[src/rtl/usb_in_pkg.sv]
package usb_in_pkg;

  typedef logic [7:0] byte_t;
  typedef logic [3:0] endpt_t;

  // One beat as held by the skid buffer
  typedef struct packed {
    logic  keep;
    byte_t data;
  } in_beat_t;

  // Per-frame telemetry byte
  typedef struct packed {
    logic [3:0] seq;       // SOF sequence number
    logic [3:0] crc_errs;  // Saturating CRC-error count
  } tele_rec_t;

  localparam int TELE_ENDPOINT_DEF = 2;
  localparam int TELE_DEPTH_DEF    = 64;
  localparam int TELE_MAX_PKT_DEF  = 32;

  // Fill-level thresholds
  localparam int IN_READY_LEVEL = 16;
  localparam int HAS_TELE_LEVEL = 4;

endpackage

[src/rtl/in_stream_if.sv]
`timescale 1ns/1ps

// Byte stream with AXI-style valid/ready handshake
interface in_stream_if;

  logic                valid;
  logic                ready;
  logic                last;
  logic                keep;
  usb_in_pkg::byte_t   data;

  modport source (
    output valid,
    output last,
    output keep,
    output data,
    input  ready
  );

  modport sink (
    input  valid,
    input  last,
    input  keep,
    input  data,
    output ready
  );

endinterface

[src/rtl/reset_sequencer.sv]
`timescale 1ns/1ps

module reset_sequencer (
  input  logic clock,
  input  logic areset_n,
  input  logic usb_reset_i,
  output logic reset_no,
  output logic core_reset_o
);

  logic [3:0] stage_q;

  // Ones shift in after the async reset lets go
  always_ff @(posedge clock or negedge areset_n) begin
    if (!areset_n) begin
      stage_q <= 4'b0000;
    end else begin
      stage_q[0] <= 1'b1;
      stage_q[1] <= stage_q[0];
      // Bus reset pulls back the top two stages, so the core
      // comes out two cycles after the bus reset ends
      stage_q[2] <= stage_q[1] & ~usb_reset_i;
      stage_q[3] <= stage_q[2] & ~usb_reset_i;
    end
  end

  assign reset_no     = stage_q[1];   // PHY reset release
  assign core_reset_o = ~stage_q[3];  // Synchronous clear for the core

endmodule

[src/rtl/tele_fifo.sv]
`timescale 1ns/1ps

module tele_fifo #(
  parameter  int tele_depth = usb_in_pkg::TELE_DEPTH_DEF,
  localparam int level_w    = $clog2(tele_depth + 1)
) (
  input  logic                    clock,
  input  logic                    areset_n,
  input  logic                    clear_i,
  input  logic                    push_i,
  input  usb_in_pkg::tele_rec_t   push_data_i,
  input  logic                    pop_i,
  output usb_in_pkg::byte_t       pop_data_o,
  output logic [level_w-1:0]      level_o
);

  localparam int addr_w = (tele_depth > 1) ? $clog2(tele_depth) : 1;

  usb_in_pkg::byte_t mem [tele_depth];

  logic [addr_w-1:0] wr_ptr_q;
  logic [addr_w-1:0] rd_ptr_q;
  logic              do_push;
  logic              do_pop;

  assign do_push = push_i && (level_o != level_w'(tele_depth));  // Dropped when full
  assign do_pop  = pop_i && (level_o != '0);

  always_ff @(posedge clock or negedge areset_n) begin
    if (!areset_n) begin
      wr_ptr_q <= '0;
      rd_ptr_q <= '0;
      level_o  <= '0;
    end else if (clear_i) begin
      wr_ptr_q <= '0;
      rd_ptr_q <= '0;
      level_o  <= '0;
    end else begin
      if (do_push) begin
        wr_ptr_q <= (wr_ptr_q == addr_w'(tele_depth - 1)) ? '0 : wr_ptr_q + 1'b1;
      end
      if (do_pop) begin
        rd_ptr_q <= (rd_ptr_q == addr_w'(tele_depth - 1)) ? '0 : rd_ptr_q + 1'b1;
      end
      level_o <= level_o + level_w'(do_push) - level_w'(do_pop);
    end
  end

  always_ff @(posedge clock) begin
    if (do_push) begin
      mem[wr_ptr_q] <= usb_in_pkg::byte_t'(push_data_i);
    end
  end

  assign pop_data_o = mem[rd_ptr_q];  // Head of queue, read ahead

endmodule

[src/rtl/telemetry_recorder.sv]
`timescale 1ns/1ps

module telemetry_recorder #(
  parameter  int tele_depth   = usb_in_pkg::TELE_DEPTH_DEF,
  parameter  int tele_max_pkt = usb_in_pkg::TELE_MAX_PKT_DEF,
  localparam int level_w      = $clog2(tele_depth + 1)
) (
  input  logic               clock,
  input  logic               areset_n,
  input  logic               clear_i,
  input  logic               usb_sof_i,
  input  logic               crc_err_i,
  input  logic               tele_start_i,
  output logic [level_w-1:0] level_o,
  in_stream_if.source        tele_o
);

  // Packet can never be longer than the FIFO holds
  localparam int pkt_cap = (tele_max_pkt < tele_depth) ? tele_max_pkt : tele_depth;
  localparam logic [level_w-1:0] pkt_cap_l = level_w'(pkt_cap);

  typedef enum logic [1:0] {
    st_idle,
    st_load,
    st_send
  } state_t;

  state_t                state_q;
  logic [level_w-1:0]    len_q;     // Bytes left in the packet
  logic [3:0]            seq_q;
  logic [3:0]            crc_cnt_q;
  logic [3:0]            crc_cnt_w;
  usb_in_pkg::tele_rec_t rec_w;
  logic                  pop_w;

  // An error in the SOF cycle still counts for the closing frame
  assign crc_cnt_w = (crc_err_i && crc_cnt_q != 4'hf) ? crc_cnt_q + 4'd1 : crc_cnt_q;
  assign rec_w     = '{seq: seq_q, crc_errs: crc_cnt_w};

  always_ff @(posedge clock or negedge areset_n) begin
    if (!areset_n) begin
      seq_q     <= '0;
      crc_cnt_q <= '0;
    end else if (clear_i) begin
      seq_q     <= '0;
      crc_cnt_q <= '0;
    end else if (usb_sof_i) begin
      seq_q     <= seq_q + 4'd1;
      crc_cnt_q <= '0;
    end else begin
      crc_cnt_q <= crc_cnt_w;
    end
  end

  always_ff @(posedge clock or negedge areset_n) begin
    if (!areset_n) begin
      state_q <= st_idle;
      len_q   <= '0;
    end else if (clear_i) begin
      state_q <= st_idle;
      len_q   <= '0;
    end else begin
      case (state_q)
        st_idle: if (tele_start_i) begin
          len_q   <= (level_o > pkt_cap_l) ? pkt_cap_l : level_o;
          state_q <= st_load;
        end
        st_load: state_q <= (len_q != '0) ? st_send : st_idle;  // Empty read sends nothing
        st_send: if (pop_w) begin
          len_q <= len_q - 1'b1;
          if (len_q == level_w'(1)) begin
            state_q <= st_idle;
          end
        end
        default: state_q <= st_idle;
      endcase
    end
  end

  assign pop_w = (state_q == st_send) && tele_o.ready;

  assign tele_o.valid = (state_q == st_send);
  assign tele_o.last  = (len_q == level_w'(1));
  assign tele_o.keep  = 1'b1;

  tele_fifo #(
    .tele_depth (tele_depth)
  ) u_fifo (
    .clock       (clock),
    .areset_n    (areset_n),
    .clear_i     (clear_i),
    .push_i      (usb_sof_i),
    .push_data_i (rec_w),
    .pop_i       (pop_w),
    .pop_data_o  (tele_o.data),
    .level_o     (level_o)
  );

endmodule

[src/rtl/in_stream_select.sv]
`timescale 1ns/1ps

module in_stream_select #(
  parameter int tele_endpoint = usb_in_pkg::TELE_ENDPOINT_DEF,
  parameter int level_w       = 7
) (
  input  logic               clock,
  input  logic               areset_n,
  input  logic               clear_i,
  input  usb_in_pkg::endpt_t blk_endpt_i,
  input  logic               blk_start_i,
  input  logic               blk_in_ready_i,
  input  logic [level_w-1:0] tele_level_i,
  input  logic               s_valid_i,
  input  logic               s_last_i,
  input  logic               s_keep_i,
  input  usb_in_pkg::byte_t  s_data_i,
  output logic               s_ready_o,
  in_stream_if.sink          tele_i,
  in_stream_if.source        mux_o,
  output logic               tele_start_o,
  output logic               blk_in_ready_o,
  output logic               has_telemetry_o
);

  logic tele_hit;
  logic tele_sel_q;

  assign tele_hit = (blk_endpt_i == usb_in_pkg::endpt_t'(tele_endpoint));

  always_ff @(posedge clock or negedge areset_n) begin
    if (!areset_n) begin
      tele_sel_q     <= 1'b0;
      blk_in_ready_o <= 1'b0;
    end else if (clear_i) begin
      tele_sel_q     <= 1'b0;
      blk_in_ready_o <= 1'b0;
    end else begin
      tele_sel_q     <= tele_hit;
      // Enough telemetry queued counts as data ready too
      blk_in_ready_o <= blk_in_ready_i || (tele_level_i >= usb_in_pkg::IN_READY_LEVEL);
    end
  end

  assign tele_start_o    = blk_start_i && tele_hit;
  assign has_telemetry_o = (tele_level_i >= usb_in_pkg::HAS_TELE_LEVEL);

  // 2:1 stream mux
  assign mux_o.valid = tele_sel_q ? tele_i.valid : s_valid_i;
  assign mux_o.last  = tele_sel_q ? tele_i.last  : s_last_i;
  assign mux_o.keep  = tele_sel_q ? tele_i.keep  : s_keep_i;
  assign mux_o.data  = tele_sel_q ? tele_i.data  : s_data_i;

  // Ready only reaches the selected source
  assign tele_i.ready = tele_sel_q & mux_o.ready;
  assign s_ready_o    = ~tele_sel_q & mux_o.ready;

endmodule

[src/rtl/axis_skid.sv]
`timescale 1ns/1ps

module axis_skid #(
  parameter type payload_t = usb_in_pkg::in_beat_t
) (
  input  logic      clock,
  input  logic      areset_n,
  input  logic      clear_i,
  in_stream_if.sink s_i,
  output logic      m_valid_o,
  input  logic      m_ready_i,
  output logic      m_last_o,
  output payload_t  m_payload_o
);

  usb_in_pkg::in_beat_t in_beat;
  payload_t             in_payload;
  payload_t             spare_q;
  logic                 spare_last_q;
  logic                 spare_valid_q;
  logic                 in_xfer;
  logic                 load_out;

  assign in_beat    = '{keep: s_i.keep, data: s_i.data};
  assign in_payload = payload_t'(in_beat);

  assign s_i.ready = ~spare_valid_q;  // Registered, drops once the spare is used
  assign in_xfer   = s_i.valid & ~spare_valid_q;
  assign load_out  = ~m_valid_o | m_ready_i;

  always_ff @(posedge clock or negedge areset_n) begin
    if (!areset_n) begin
      m_valid_o     <= 1'b0;
      spare_valid_q <= 1'b0;
    end else if (clear_i) begin
      m_valid_o     <= 1'b0;
      spare_valid_q <= 1'b0;
    end else if (load_out) begin
      m_valid_o     <= spare_valid_q | in_xfer;
      spare_valid_q <= 1'b0;
    end else if (in_xfer) begin
      spare_valid_q <= 1'b1;  // Output stalled, park the beat
    end
  end

  always_ff @(posedge clock) begin
    if (load_out) begin
      // Spare is older than anything on the input
      m_payload_o <= spare_valid_q ? spare_q : in_payload;
      m_last_o    <= spare_valid_q ? spare_last_q : s_i.last;
    end else if (in_xfer) begin
      spare_q      <= in_payload;
      spare_last_q <= s_i.last;
    end
  end

endmodule

[src/rtl/usb_bulk_in_top.sv]
`timescale 1ns/1ps

module usb_bulk_in_top #(
  parameter int tele_endpoint = usb_in_pkg::TELE_ENDPOINT_DEF,
  parameter int tele_depth    = usb_in_pkg::TELE_DEPTH_DEF,
  parameter int tele_max_pkt  = usb_in_pkg::TELE_MAX_PKT_DEF
) (
  input  logic               clock,
  input  logic               areset_n,
  input  logic               usb_reset_i,
  input  logic               usb_sof_i,
  input  logic               crc_err_i,
  input  logic               blk_start_i,
  input  logic               blk_in_ready_i,
  input  usb_in_pkg::endpt_t blk_endpt_i,
  input  logic               s_axis_tvalid_i,
  input  logic               s_axis_tlast_i,
  input  logic               s_axis_tkeep_i,
  input  usb_in_pkg::byte_t  s_axis_tdata_i,
  output logic               s_axis_tready_o,
  output logic               m_axis_tvalid_o,
  output logic               m_axis_tlast_o,
  output logic               m_axis_tkeep_o,
  output usb_in_pkg::byte_t  m_axis_tdata_o,
  input  logic               m_axis_tready_i,
  output logic               reset_no,
  output logic               usb_reset_o,
  output logic               blk_in_ready_o,
  output logic               has_telemetry_o
);

  localparam int level_w = $clog2(tele_depth + 1);

  logic                 core_reset;
  logic                 tele_start;
  logic [level_w-1:0]   tele_level;
  usb_in_pkg::in_beat_t m_beat;

  in_stream_if tele_stream ();
  in_stream_if mux_stream ();

  assign usb_reset_o    = core_reset;
  assign m_axis_tkeep_o = m_beat.keep;
  assign m_axis_tdata_o = m_beat.data;

  reset_sequencer u_reset_seq (
    .clock        (clock),
    .areset_n     (areset_n),
    .usb_reset_i  (usb_reset_i),
    .reset_no     (reset_no),
    .core_reset_o (core_reset)
  );

  telemetry_recorder #(
    .tele_depth   (tele_depth),
    .tele_max_pkt (tele_max_pkt)
  ) u_telemetry (
    .clock        (clock),
    .areset_n     (areset_n),
    .clear_i      (core_reset),
    .usb_sof_i    (usb_sof_i),
    .crc_err_i    (crc_err_i),
    .tele_start_i (tele_start),
    .level_o      (tele_level),
    .tele_o       (tele_stream.source)
  );

  in_stream_select #(
    .tele_endpoint (tele_endpoint),
    .level_w       (level_w)
  ) u_select (
    .clock           (clock),
    .areset_n        (areset_n),
    .clear_i         (core_reset),
    .blk_endpt_i     (blk_endpt_i),
    .blk_start_i     (blk_start_i),
    .blk_in_ready_i  (blk_in_ready_i),
    .tele_level_i    (tele_level),
    .s_valid_i       (s_axis_tvalid_i),
    .s_last_i        (s_axis_tlast_i),
    .s_keep_i        (s_axis_tkeep_i),
    .s_data_i        (s_axis_tdata_i),
    .s_ready_o       (s_axis_tready_o),
    .tele_i          (tele_stream.sink),
    .mux_o           (mux_stream.source),
    .tele_start_o    (tele_start),
    .blk_in_ready_o  (blk_in_ready_o),
    .has_telemetry_o (has_telemetry_o)
  );

  axis_skid #(
    .payload_t (usb_in_pkg::in_beat_t)
  ) u_skid (
    .clock       (clock),
    .areset_n    (areset_n),
    .clear_i     (core_reset),
    .s_i         (mux_stream.sink),
    .m_valid_o   (m_axis_tvalid_o),
    .m_ready_i   (m_axis_tready_i),
    .m_last_o    (m_axis_tlast_o),
    .m_payload_o (m_beat)
  );

endmodule

[config.mk]
export PLATFORM = sky130hd
export DESIGN_NAME = usb_bulk_in_top
export DESIGN_NICKNAME = d
export VERILOG_FILES = /design/src/rtl/usb_in_pkg.sv /design/src/rtl/in_stream_if.sv /design/src/rtl/reset_sequencer.sv /design/src/rtl/tele_fifo.sv /design/src/rtl/telemetry_recorder.sv /design/src/rtl/in_stream_select.sv /design/src/rtl/axis_skid.sv /design/src/rtl/usb_bulk_in_top.sv
export SDC_FILE = /design/constraint.sdc
export NUM_CORES = 1
export LEC_CHECK = 0
export ABC_AREA = 1
export BUFFER_PORTS_ARGS = -buffer_cell sky130_fd_sc_hd__buf_4
export CORE_MARGIN = 2
export CORE_UTILIZATION = 35
export CTS_BUF_LIST = sky130_fd_sc_hd__clkbuf_4 sky130_fd_sc_hd__clkbuf_8
export DETAILED_ROUTE_END_ITERATION = 10
export PLACE_DENSITY_LB_ADDON = 0.3
export SETUP_SLACK_MARGIN = 0.4
export SLEW_MARGIN = 30
export SYNTH_ARGS = -nofsm -noshare
export SYNTH_HDL_FRONTEND = slang
export SYNTH_SLANG_ARGS = --single-unit
export TNS_END_PERCENT = 30
[constraint.sdc]
create_clock -name clock -period 5.25 [get_ports clock]
set_input_delay 0.525 -clock clock [delete_from_list [all_inputs] [get_ports clock]]
set_output_delay 0.525 -clock clock [all_outputs]
set_load 0.02 [all_outputs]
After elaboration in Yosys (flattened, before gate mapping). Memory sizes are Yosys's and may differ from the RTL's. Cells that the tools add are included.

Add/subtract/negate cells: 7. Magnitude comparators: 3. Equality and inequality tests: 17. Mux-type cells: 38. Bitwise gates (word level): 13. Reductions and logical operators: 12.

Operators by type and width (number): 6-bit two-way mux (6); 7-bit two-way mux (5); 4-bit two-way mux (5); 7-bit case mux with 2 select lines (1); 7-bit nonzero test (2); 1-bit two-way mux (13); 6-bit by 1-bit adder with 6-bit output (second input constant) (2); 6-bit == test (second input constant) (2); 2-bit two-way mux (5); 9-bit two-way mux (1); 3-bit != test (second input constant) (3); 4-bit by 1-bit adder with 4-bit output (second input constant) (2); 8-bit two-way mux (1); 7-bit by 1-bit adder with 7-bit output (1); 7-bit by 1-bit == test with 1-bit output (second input constant) (1); 7-bit by 3-bit greater-or-equal comparator with 1-bit output (second input constant) (1); 7-bit by 5-bit greater-or-equal comparator with 1-bit output (second input constant) (1); 7-bit by 6-bit > comparator with 1-bit output (second input constant) (1); 7-bit != test (second input constant) (1); 7-bit by 1-bit subtractor with 7-bit output (1); 7-bit by 1-bit subtractor with 7-bit output (second input constant) (1); 2-bit by 1-bit != test with 1-bit output (second input constant) (3); 3-bit by 1-bit != test with 1-bit output (second input constant) (2); 1-bit NOT (6); 13 further kinds (23).

Register bits after elaboration: 64. RAM bits: 512. Input port bits: 23. Output and inout bits: 16. Logic and storage cells: 109. Memories: 1.

Memories: u_telemetry.u_fifo.mem (depth 64, bits a word 8, rd ports 1, clocked after Yosys merged registers in 0, write ports 1, line tele_fifo.sv:19) `usb_in_pkg::byte_t mem [tele_depth];`.

Logic depth before layout (Yosys ltp). Gate-level depths: netlist of run 1.

Depth in word-level cells: 6. Gate-level depth with buffers: 17. Mapped depth without buffers: 17.

Modules after synthesis. A second synthesis of run 1 with hierarchy kept.

Cell total of the unflattened synthesis: 2412. Area total of the unflattened synthesis: 24986.5 um^2.

By module, submodules not included: tele_fifo (instances 1, cells each 2128, area an instance 22670.5 um^2, seq. area each 15850.2 um^2); telemetry_recorder (instances 1, cells each 154, area an instance 1083.5 um^2, seq. area each 425.4 um^2); axis_skid (instances 1, cells each 65, area an instance 825.8 um^2, seq. area each 650.6 um^2); in_stream_select (instances 1, cells each 55, area an instance 284.0 um^2, seq. area each 50.0 um^2); reset_sequencer (instances 1, cells each 10, area an instance 122.6 um^2, seq. area each 100.1 um^2).

Worst setup path before layout of run 1. Ideal clock, no wire load.

Path kind: reg-to-reg. Start point: register u_telemetry.crc_cnt_q[0]. End point: memory u_telemetry.u_fifo.mem[0][1] (netlist bit), data pin. Library setup time: 0.712 ns. Arrival: 3.385 ns. Required time: 4.538 ns. Path slack: 1.153 ns. Cell stages (with the launch flop): 5. Buffers on the path: 0. Period minus slack after synthesis: 4.097 ns. Path through: dfrtp_1 ha_1 nand3_1 nand2_1 o21ai_0.

Longest elaborated chain between the ends: 3. Elaborated cells on any way between the ends: 4. Those cells by class: 1 x add/sub; 1 x eq/ne; 1 x mux; 1 x reduce/logical.

Ends and longest elaborated chain: from (decl) (line telemetry_recorder.sv:31) `logic [3:0] crc_cnt_q;`; from (signal assigned) (line telemetry_recorder.sv:51) `crc_cnt_q <= crc_cnt_w;`; parallel branches: the longest is 2 deep, another holds 4-bit by 1-bit adder with 4-bit output; 4-bit two-way mux (*) (line telemetry_recorder.sv:37) `assign crc_cnt_w = (crc_err_i && crc_cnt_q != 4'hf) ? crc_cnt_q + 4'd1 : crc_cnt_q;`; via u_telemetry.crc_cnt_w[1] (line telemetry_recorder.sv:32) `logic [3:0] crc_cnt_w;`; to (decl) (line tele_fifo.sv:19).

Mark *: on every way through the listed nets, which the timed path passes.

Worst setup path in the final report of run 1.
Start point: register u_telemetry.u_fifo.level_o[4]. End point: memory u_telemetry.u_fifo.mem[18][0] (netlist bit) (enable).

Longest elaborated chain between the ends: 4.

Ends and longest elaborated chain: from (decl) (line tele_fifo.sv:14) `output logic [level_w-1:0] level_o`; from (signal assigned) (line tele_fifo.sv:45) `level_o <= level_o + level_w'(do_push) - level_w'(do_pop);`; 7-bit != test (line tele_fifo.sv:26) `assign do_push = push_i && (level_o != level_w'(tele_depth));`; 1-bit logical AND (line tele_fifo.sv:26); 1-bit two-way mux (line tele_fifo.sv:50) `if (do_push) begin`; 1-bit two-way mux (not written as such) (line tele_fifo.sv:51) `mem[wr_ptr_q] <= usb_in_pkg::byte_t'(push_data_i);`.

Every way passes these cells.

==> results of run 1 <==
==> power groups by stage <==
stage               Sequential (W)  Combinational (W)  Clock [W]
floorplan                  0.00509           0.000160          0
global placement           0.00509           0.000259          0
detailed placement         0.00509           0.000261          0
CTS                        0.00499           0.000263    0.00392
global route               0.00499           0.000291    0.00410
finish                     0.00499           0.000259    0.00383
==> logic make-up after synthesis <==
| group | share of synthesized area [%] |
|---|---|
| AO/OA/AOI/OAI | 2.219 |
| XOR/XNOR | 0.1406 |
| AND/OR/NAND/NOR | 22.00 |
| flip-flops | 68.52 |
| buffers and inverters | 6.024 |
| adder cells (fa/ha/maj) | 1.084 |
| other | 0.01505 |
==> sequential cells by signal, summed over array words and instances (netlist names) <==
signal	count
u_telemetry.crc_cnt_q	4
u_skid.spare_q	9
u_reset_seq.stage_q	4
u_telemetry.u_fifo.mem	512
u_skid.m_valid_o	1
u_telemetry.state_q	2
u_telemetry.len_q	7
u_telemetry.u_fifo.rd_ptr_q	6
u_select.blk_in_ready_o	1
u_skid.spare_last_q	1
u_skid.m_payload_o	9
u_telemetry.seq_q	4
u_telemetry.u_fifo.level_o	7
u_skid.spare_valid_q	1
u_skid.m_last_o	1
u_select.tele_sel_q	1
u_telemetry.u_fifo.wr_ptr_q	6
==> how the worst max path moves through the flow <==
stage / endpoint / slack [ns] / depth (start not counted)
detailed placement: u_telemetry.u_fifo.level_o[6] / 1.85 / 16
floorplan: u_telemetry.u_fifo.mem[0][1] / 1.15 / 4
finish: u_telemetry.u_fifo.mem[18][0] / 1.81 / 7
global placement: u_skid.m_payload_o[4] / 1.75 / 11
global route: u_telemetry.u_fifo.level_o[6] / 1.46 / 16
CTS: u_telemetry.u_fifo.mem[10][1] / 1.81 / 7
==> worst min-delay path, delay by kind of cell <==
kind / cells / cell delay (ns)
buffers and inverters: 1 / 0.07
AND/OR/NAND/NOR: 2 / 0.15
==> layout make-up <==
cell class / instances / area [um^2] / area share [%]
tap: 940 / 1176 / 4.210
clock buffer: 122 / 1535 / 5.495
clock inverter: 52 / 306.5 / 1.097
multi-input combinational: 1431 / 6356 / 22.75
sequential: 576 / 17090 / 61.17
timing repair buffer: 63 / 514.2 / 1.841
inverter: 251 / 955.9 / 3.422
antenna: 1 / 2.502 / 0.008957
==> metal layers <==
metal,wire length (um),vias to the layer above
met5,0,-
met4,1792,0
met3,4399,119
met2,31450,647
met1,26550,8236
li1,-,8073
==> cell usage in the layout, fill, tap and decap left out, types with 4 or more instances in the layout <==
master,instances
sky130_fd_sc_hd__inv_1,242
sky130_fd_sc_hd__buf_4,56
sky130_fd_sc_hd__clkinvlp_4,4
sky130_fd_sc_hd__nand2_1,701
sky130_fd_sc_hd__clkbuf_4,23
sky130_fd_sc_hd__xor2_1,4
sky130_fd_sc_hd__a31oi_1,4
sky130_fd_sc_hd__dfrtp_1,37
sky130_fd_sc_hd__dfrtp_2,5
sky130_fd_sc_hd__clkbuf_8,99
sky130_fd_sc_hd__clkinv_2,20
sky130_fd_sc_hd__a21boi_0,5
sky130_fd_sc_hd__nand4_1,11
sky130_fd_sc_hd__nor2_1,159
sky130_fd_sc_hd__a21oi_1,31
sky130_fd_sc_hd__nand3_1,421
sky130_fd_sc_hd__nor3_1,8
sky130_fd_sc_hd__o21bai_1,4
sky130_fd_sc_hd__edfxtp_1,532
sky130_fd_sc_hd__ha_1,20
sky130_fd_sc_hd__inv_6,4
sky130_fd_sc_hd__clkinv_1,26
sky130_fd_sc_hd__o21ai_0,42
==> stage by stage <==
step / utilization [%] / cells / setup WS [ns] / total power (W) / area, um^2
after CTS: 39.73 / 3434 / 1.810 / 0.009172 / 27920
after detailed placement: 37.08 / 3258 / 1.848 / 0.005348 / 26060
after global routing: 39.75 / 3435 / 1.459 / 0.009381 / 27930
after global placement: 37.06 / 3257 / 1.748 / 0.005345 / 26040
final: 39.76 / 3436 / 1.808 / 0.009080 / 27940
after floorplan: - / 2374 / 1.153 / 0.005246 / 24920
==> timing repair <==
| action | 4_1_cts | 5_1_grt |
|---|---|---|
| endpoints found under the hold margin | 46 | 0 |
| hold buffers | 2 | 0 |
| resized for setup | 0 | 0 |
==> qor.json, run 1 <==
{
  "grt_pass1_vias": {"value": 16790},
  "finish.net_count": {"value": 2464},
  "ys_async_sr_fraction": {"value": 7.639, "unit": "%"},
  "synth-seq-cells": {"value": 576},
  "global_route_usage_sum": {"value": 17.50, "unit": "%"},
  "drv_slew": {"value": 0},
  "synthMostInstantiatedCell": {"value": "sky130_fd_sc_hd__nand2_1"},
  "cp_max_fo": {"value": 10},
  "number_of_antenna_violations_at_the_first_check_in_global_routing": {"value": 1},
  "min_period_over_period": {"value": 65.57, "unit": "%"},
  "clkPwrFrac": {"value": 42.2, "unit": "%"},
  "synthesis.instances": {"value": 2374},
  "vdd.ir_drop.worst": {"value": 0.0001767, "unit": "V"},
  "synth-edff-count": {"value": 532},
  "synth_area_leader_cell": {"value": "sky130_fd_sc_hd__edfxtp_1"},
  "detailed_place_hpwl": {"value": 37560, "unit": "um"},
  "finalSetupViolCount": {"value": 0},
  "finClkSkew": {"value": 0.04091, "unit": "ns"},
  "grt_pass1_wl": {"value": 98630, "unit": "um"},
  "die_span_in_y": {"value": 270.8, "unit": "um"},
  "drcViolationCount": {"value": 0},
  "synth_area_leaders": {"value": "sky130_fd_sc_hd__edfxtp_1 64%, sky130_fd_sc_hd__nand2_1 11%, sky130_fd_sc_hd__nand3_1 8.5%"},
  "design.die.area": {"value": 0.07336, "unit": "mm^2"},
  "yosysWarnings": {"value": 0},
  "via_per_inst": {"value": 4.969},
  "transition_at_the_pin_with_the_smallest_max_transition_slack": {"value": 1.100, "unit": "ns"},
  "timing.critical_path.from": {"value": "u_telemetry.u_fifo.level_o[4]"},
  "r2r_setup_slack": {"value": 1.81, "unit": "ns"},
  "synth_sequential_area_ratio": {"value": 68.52, "unit": "%"},
  "grt-busiest-layer": {"value": "met2"},
  "critical-path-slowest-cell": {"value": "sky130_fd_sc_hd__nor2_1"},
  "initialDrtViolationCount": {"value": 1770},
  "ordered_list_of_cells_on_the_worst_path": {"value": "inv_1, ha_1, nand4_1, nand2_1, clkinv_1, nand4_1, nor2_1"},
  "io_buffer_count": {"value": 38},
  "setup_repair_after_global_routing_missed_its_margin": {"value": "false"},
  "min_delay_worst_endpoint": {"value": "u_select.tele_sel_q"},
  "gp_routability_congestion": {"value": 0.8584},
  "switching_share": {"value": 22.11, "unit": "%"},
  "flow.area_growth_from_synthesis": {"value": 12.09, "unit": "%"},
  "drive_above_1_share": {"value": 9.098, "unit": "%"},
  "cp-start-kind": {"value": "flip-flop"},
  "yosysUniqueCellTypes": {"value": 35},
  "power.sequential.fraction": {"value": 55.0, "unit": "%"},
  "worstPathBufferInverterCount": {"value": 2},
  "grt_max_degree": {"value": 129},
  "fmax": {"value": 0.2905, "unit": "GHz"},
  "ys.flop_type": {"value": "sky130_fd_sc_hd__edfxtp_1"},
  "r2r-end": {"value": "u_telemetry.u_fifo.mem[18][0]"},
  "numCtsBuffers": {"value": 97},
  "clock_sinks": {"value": 576},
  "holdCritStartpoint": {"value": "blk_endpt_i[0]"},
  "gr-usage-met3": {"value": 3.000, "unit": "%"},
  "critPathMostFrequentCell": {"value": "sky130_fd_sc_hd__nand4_1"},
  "start_util": {"value": 35.47, "unit": "%"},
  "num_rows": {"value": 97},
  "synth.net_count": {"value": 2418},
  "finalWorstPathRequiredPeriod": {"value": 3.442, "unit": "ns"},
  "p_int": {"value": 0.007072, "unit": "W"},
  "tritoncts": {"value": "done"},
  "cts-root-to-sink-buffers": {"value": 3},
  "run_status": {"value": "finished clean"},
  "setup_total_negative_slack": {"value": 0, "unit": "ns"},
  "synthesis.area": {"value": 0.02492, "unit": "mm^2"},
  "vias": {"value": 17080},
  "globalRouteMet2Util": {"value": 29.36, "unit": "%"},
  "worst_hold_path.num_cells": {"value": 3},
  "postRouteAntennaNets": {"value": 0},
  "wire_per_inst": {"value": 18.68, "unit": "um"},
  "maxCapViolCount": {"value": 0},
  "cts-htree-levels": {"value": 3},
  "insertion_delay": {"value": 0.71, "unit": "ns"},
  "final.fill_count": {"value": 6772},
  "synthesis.area_per_instance": {"value": 10.50, "unit": "um^2"},
  "critical_path.reg2reg.startpoint": {"value": "u_telemetry.u_fifo.level_o[4]"},
  "endpoint_kind": {"value": "flip-flop"},
  "critical_path.max_stage_delay": {"value": 0.98, "unit": "ns"},
  "worst_hold_slack": {"value": 0.08025, "unit": "ns"},
  "cts_root_cell": {"value": "sky130_fd_sc_hd__clkbuf_8"},
  "power_leakage": {"value": 10.96, "unit": "nW"},
  "met1_usage": {"value": 22.74, "unit": "%"},
  "drt-pass1-iter-count": {"value": 6},
  "dieWidth": {"value": 270.8, "unit": "um"},
  "post-cts-setup-buffers": {"value": 0},
  "arrival": {"value": 3.75, "unit": "ns"},
  "switching_power": {"value": 0.002008, "unit": "W"},
  "r2r_cells": {"value": 7},
  "routed_wirelength": {"value": 64190, "unit": "um"},
  "worst_setup_hold_path_clk_slew": {"value": 0.07, "unit": "ns"},
  "floorplan.io_pins": {"value": 39},
  "core_area": {"value": 0.07027, "unit": "mm^2"},
  "synth_commonest_cells": {"value": "701 x sky130_fd_sc_hd__nand2_1, 532 x sky130_fd_sc_hd__edfxtp_1, 421 x sky130_fd_sc_hd__nand3_1"},
  "relSlewSlack": {"value": 26.44, "unit": "%"},
  "cellPowerDensity": {"value": 325.0, "unit": "mW/mm^2"},
  "grt_overflow_total": {"value": 0},
  "final-hold-violation-count": {"value": 0},
  "power.share.combinational": {"value": 2.9, "unit": "%"},
  "hold_path_class": {"value": "in -> reg"},
  "critical-path-top-delay-family": {"value": "simple AND/OR/NAND/NOR gates"},
  "worst_ep_required_time": {"value": 5.56, "unit": "ns"},
  "post-synth-top-area-fraction": {"value": 64.10, "unit": "%"},
  "worstSetupPathType": {"value": "reg -> reg"}
}
No activity file was read; power rests on OpenSTA's default activity.
==> run 2: changes to the inputs <==
==> constraint.sdc (replaced) <==
create_clock -name clock -period 3.35 [get_ports clock]
set_input_delay 0.335 -clock clock [delete_from_list [all_inputs] [get_ports clock]]
set_output_delay 0.335 -clock clock [all_outputs]
set_load 0.02 [all_outputs]
==> run 2 against run 1 <==
Compared with the run above:
- critical endpoint is now u_telemetry.u_fifo.level_o[6]
- die area is the same
- critical path type unchanged
- critical path depth increased by 10
- global-route usage shrank 0.21 points
- non-clock buffer count rose by 68
- cell area grew 2.3%
- register-to-register slack worse by 1.3 ns
- clock skew about the same
- power increased by 56%
- hold slack improved by 0.0083 ns
- largest power group unchanged
- clock power rose by 55%
- first-iteration DRC count decreased by 15%
==> qor.json, run 2 (synthesis results as in run 1) <==
{
  "run_status": {"value": "finished clean", "change": "unchanged"},
  "largest-register": {"value": "u_telemetry.u_fifo.mem", "change": "unchanged"},
  "transition_at_the_pin_with_the_smallest_max_transition_slack": {"value": 0.9554, "unit": "ns", "change": "was 1.100 ns"},
  "grt_max_degree": {"value": 89, "change": "was 129"},
  "final_core_utilization": {"value": 40.69, "unit": "%", "change": "was 39.76%"},
  "maxCapViolCount": {"value": 0, "change": "unchanged"},
  "wire_per_inst": {"value": 18.14, "unit": "um", "change": "was 18.68 um"},
  "finClkSkew": {"value": 0.04074, "unit": "ns", "change": "was 0.04091 ns"},
  "setup_repair_after_global_routing_missed_its_margin": {"value": "false", "change": "unchanged"},
  "power_leakage": {"value": 11.33, "unit": "nW", "change": "was 10.96 nW"},
  "critical_path.reg2reg.startpoint": {"value": "u_telemetry.u_fifo.level_o[3]", "change": "was u_telemetry.u_fifo.level_o[4]"},
  "grt_pass1_vias": {"value": 16650, "change": "was 16.79k"},
  "timing.critical_path.from": {"value": "u_telemetry.u_fifo.level_o[3]", "change": "was u_telemetry.u_fifo.level_o[4]"},
  "min_period_over_period": {"value": 84.78, "unit": "%", "change": "was 65.57%"},
  "num_rows": {"value": 97, "change": "unchanged"},
  "insertion_delay": {"value": 0.69, "unit": "ns", "change": "was 0.71 ns"},
  "relSlewSlack": {"value": 36.06, "unit": "%", "change": "was 26.44%"},
  "drcViolationCount": {"value": 0, "change": "unchanged"},
  "setup_total_negative_slack": {"value": 0, "unit": "ns", "change": "unchanged"},
  "vias": {"value": 17050, "change": "was 17.08k"},
  "cp_max_fo": {"value": 4, "change": "was 10"},
  "worst_setup_hold_path_clk_slew": {"value": 0.06, "unit": "ns", "change": "was 0.07 ns"},
  "design.die.area": {"value": 0.07336, "unit": "mm^2", "change": "unchanged"},
  "num_antenna_cells": {"value": 0, "change": "was 1"},
  "floorplan.io_pins": {"value": 39, "change": "unchanged"},
  "grt_overflow_total": {"value": 0, "change": "unchanged"},
  "worstSetupPathType": {"value": "reg -> reg", "change": "unchanged"},
  "global_route_usage_sum": {"value": 17.29, "unit": "%", "change": "was 17.50%"},
  "cp-start-kind": {"value": "flip-flop", "change": "unchanged"},
  "max_reg_flops": {"value": 512, "change": "unchanged"},
  "total_power": {"value": 0.01420, "unit": "W", "change": "was 0.009080 W"},
  "dieWidth": {"value": 270.8, "unit": "um", "change": "unchanged"},
  "numCtsBuffers": {"value": 96, "change": "was 97"},
  "leading_cell_type_in_the_layout_fill_and_taps_excluded": {"value": "sky130_fd_sc_hd__nand2_1", "change": "unchanged"},
  "hold_path_class": {"value": "in -> reg", "change": "unchanged"},
  "drv_slew": {"value": 0, "change": "unchanged"},
  "number_of_antenna_violations_at_the_first_check_in_global_routing": {"value": 0, "change": "was 1"},
  "via_per_inst": {"value": 4.869, "change": "was 4.969"},
  "detailed_place_hpwl": {"value": 37610, "unit": "um", "change": "was 37560 um"},
  "finish.net_count": {"value": 2531, "change": "was 2464"},
  "routed_wirelength": {"value": 63540, "unit": "um", "change": "was 64190 um"},
  "worst_ep_required_time": {"value": 3.92, "unit": "ns", "change": "was 5.56 ns"},
  "cellPowerDensity": {"value": 496.6, "unit": "mW/mm^2", "change": "was 325.0 mW/mm^2"},
  "vdd.ir_drop.worst": {"value": 0.0002317, "unit": "V", "change": "was 0.0001767 V"},
  "holdCritStartpoint": {"value": "s_axis_tdata_i[2]", "change": "was blk_endpt_i[0]"},
  "core_area": {"value": 0.07027, "unit": "mm^2", "change": "unchanged"},
  "finalSetupViolCount": {"value": 0, "change": "unchanged"},
  "endpoint_kind": {"value": "flip-flop", "change": "unchanged"},
  "cts-htree-levels": {"value": 3, "change": "unchanged"},
  "grt_pass1_wl": {"value": 97320, "unit": "um", "change": "was 98630 um"},
  "tritoncts": {"value": "done", "change": "unchanged"},
  "cts_root_cell": {"value": "sky130_fd_sc_hd__clkbuf_8", "change": "unchanged"},
  "postRouteAntennaNets": {"value": 0, "change": "unchanged"},
  "die_span_in_y": {"value": 270.8, "unit": "um", "change": "unchanged"},
  "initialDrtViolationCount": {"value": 1508, "change": "was 1770"},
  "drive_above_1_share": {"value": 11.28, "unit": "%", "change": "was 9.098%"},
  "finalWorstPathRequiredPeriod": {"value": 2.840, "unit": "ns", "change": "was 3.442 ns"},
  "clock_sinks": {"value": 576, "change": "unchanged"},
  "drt-pass1-iter-count": {"value": 5, "change": "was 6"},
  "final-hold-violation-count": {"value": 0, "change": "unchanged"},
  "io_buffer_count": {"value": 38, "change": "unchanged"},
  "gp_routability_congestion": {"value": 0.8653, "change": "was 0.8584"},
  "layout_top_registers": {"value": "u_telemetry.u_fifo.mem (512), u_skid.m_payload_o (9), u_skid.spare_q (9)", "change": "unchanged"},
  "most-common-layout-cells": {"value": "701 x sky130_fd_sc_hd__nand2_1, 532 x sky130_fd_sc_hd__edfxtp_1, 421 x sky130_fd_sc_hd__nand3_1, 238 x sky130_fd_sc_hd__inv_1, 157 x sky130_fd_sc_hd__nor2_1", "change": "was 701 x sky130_fd_sc_hd__nand2_1, 532 x sky130_fd_sc_hd__edfxtp_1, 421 x sky130_fd_sc_hd__nand3_1, 242 x sky130_fd_sc_hd__inv_1, 159 x sky130_fd_sc_hd__nor2_1"},
  "start_util": {"value": 35.47, "unit": "%", "change": "unchanged"},
  "flow.area_growth_from_synthesis": {"value": 14.71, "unit": "%", "change": "was 12.09%"},
  "fmax": {"value": 0.3521, "unit": "GHz", "change": "was 0.2905 GHz"},
  "final.fill_count": {"value": 6701, "change": "was 6772"},
  "cts-root-to-sink-buffers": {"value": 3, "change": "unchanged"},
  "arrival": {"value": 3.41, "unit": "ns", "change": "was 3.75 ns"}
}
-- run 2: path summary, 6_finish.rpt --
check	depth (start not counted)	to	slack, ns
max	17	u_telemetry.u_fifo.level_o[6]	0.51
min	3	u_skid.spare_q[2]	0.09
max reg2reg	17	u_telemetry.u_fifo.level_o[6]	0.51
min reg2reg	0	u_reset_seq.stage_q[1]	0.36
max in group asynchronous	2	u_telemetry.u_fifo.rd_ptr_q[0]	2.67
min in group asynchronous	2	u_telemetry.state_q[0]	0.21
-- run 2: where the power goes --
group	total (W)	internal, W	switching (W)
Sequential	0.00782	0.00780	0.0000155
Combinational	0.000445	0.000135	0.000310
Clock	0.00594	0.00319	0.00275
-- run 2: layout make-up --
cell class,count,area [um^2],share of cell area [%]
clock buffers,138,1668,5.834
clock inverters,35,157.7,0.5514
inverters,251,949.7,3.322
multi-input cells,1431,6372,22.29
flip-flops and latches,576,17090,59.79
well taps,940,1176,4.114
repair buffers,131,1174,4.105
-- run 2: timing repair --
item	in CTS	in global routing
hold endpoints to repair	61	0
resized for setup	5	5
setup endpoints to repair	1	1
buffers inserted	2	6
pin swaps	2	4
hold buffers	16	0
-- run 2: layer usage --
metal / track usage [%] / vias to the layer above / share of wire, %
met3: 2.876 / 133 / 5.7
met5: 0 / - / 0
met2: 28.56 / 516 / 48
met1: 22.96 / 8194 / 43
met4: 6.179 / 0 / 2.9
li1: - / 8207 / -
-- run 2: metrics by stage --
step           hold WS [ns]  area, um^2  cells  setup slack (ns)
2_1_floorplan       0.03941       24930   2374            0.5076
3_3_place_gp         0.3348       26530   3305            0.3477
3_5_place_dp         0.3347       26530   3305            0.3225
4_1_cts             0.02975       28530   3496            0.4028
5_1_grt             0.05286       28590   3502            0.3271
6_report            0.08855       28590   3502            0.5100
-- run 2: critical path, stage by stage (launching register included) --
cell and delay [ns]:
sky130_fd_sc_hd__dfrtp_1 0.40, sky130_fd_sc_hd__inv_2 0.09, sky130_fd_sc_hd__ha_1 0.17, sky130_fd_sc_hd__nand2_1 0.08, sky130_fd_sc_hd__o21bai_1 0.19, sky130_fd_sc_hd__inv_1 0.09, sky130_fd_sc_hd__ha_1 0.28, sky130_fd_sc_hd__inv_1 0.07
sky130_fd_sc_hd__ha_2 0.17, sky130_fd_sc_hd__inv_1 0.05, sky130_fd_sc_hd__fa_2 0.36, sky130_fd_sc_hd__nor2_2 0.09, sky130_fd_sc_hd__o21bai_1 0.09, sky130_fd_sc_hd__a21oi_2 0.16, sky130_fd_sc_hd__nor2_1 0.06, sky130_fd_sc_hd__o21bai_1 0.16
sky130_fd_sc_hd__xor2_1 0.16, sky130_fd_sc_hd__nor2_1 0.06
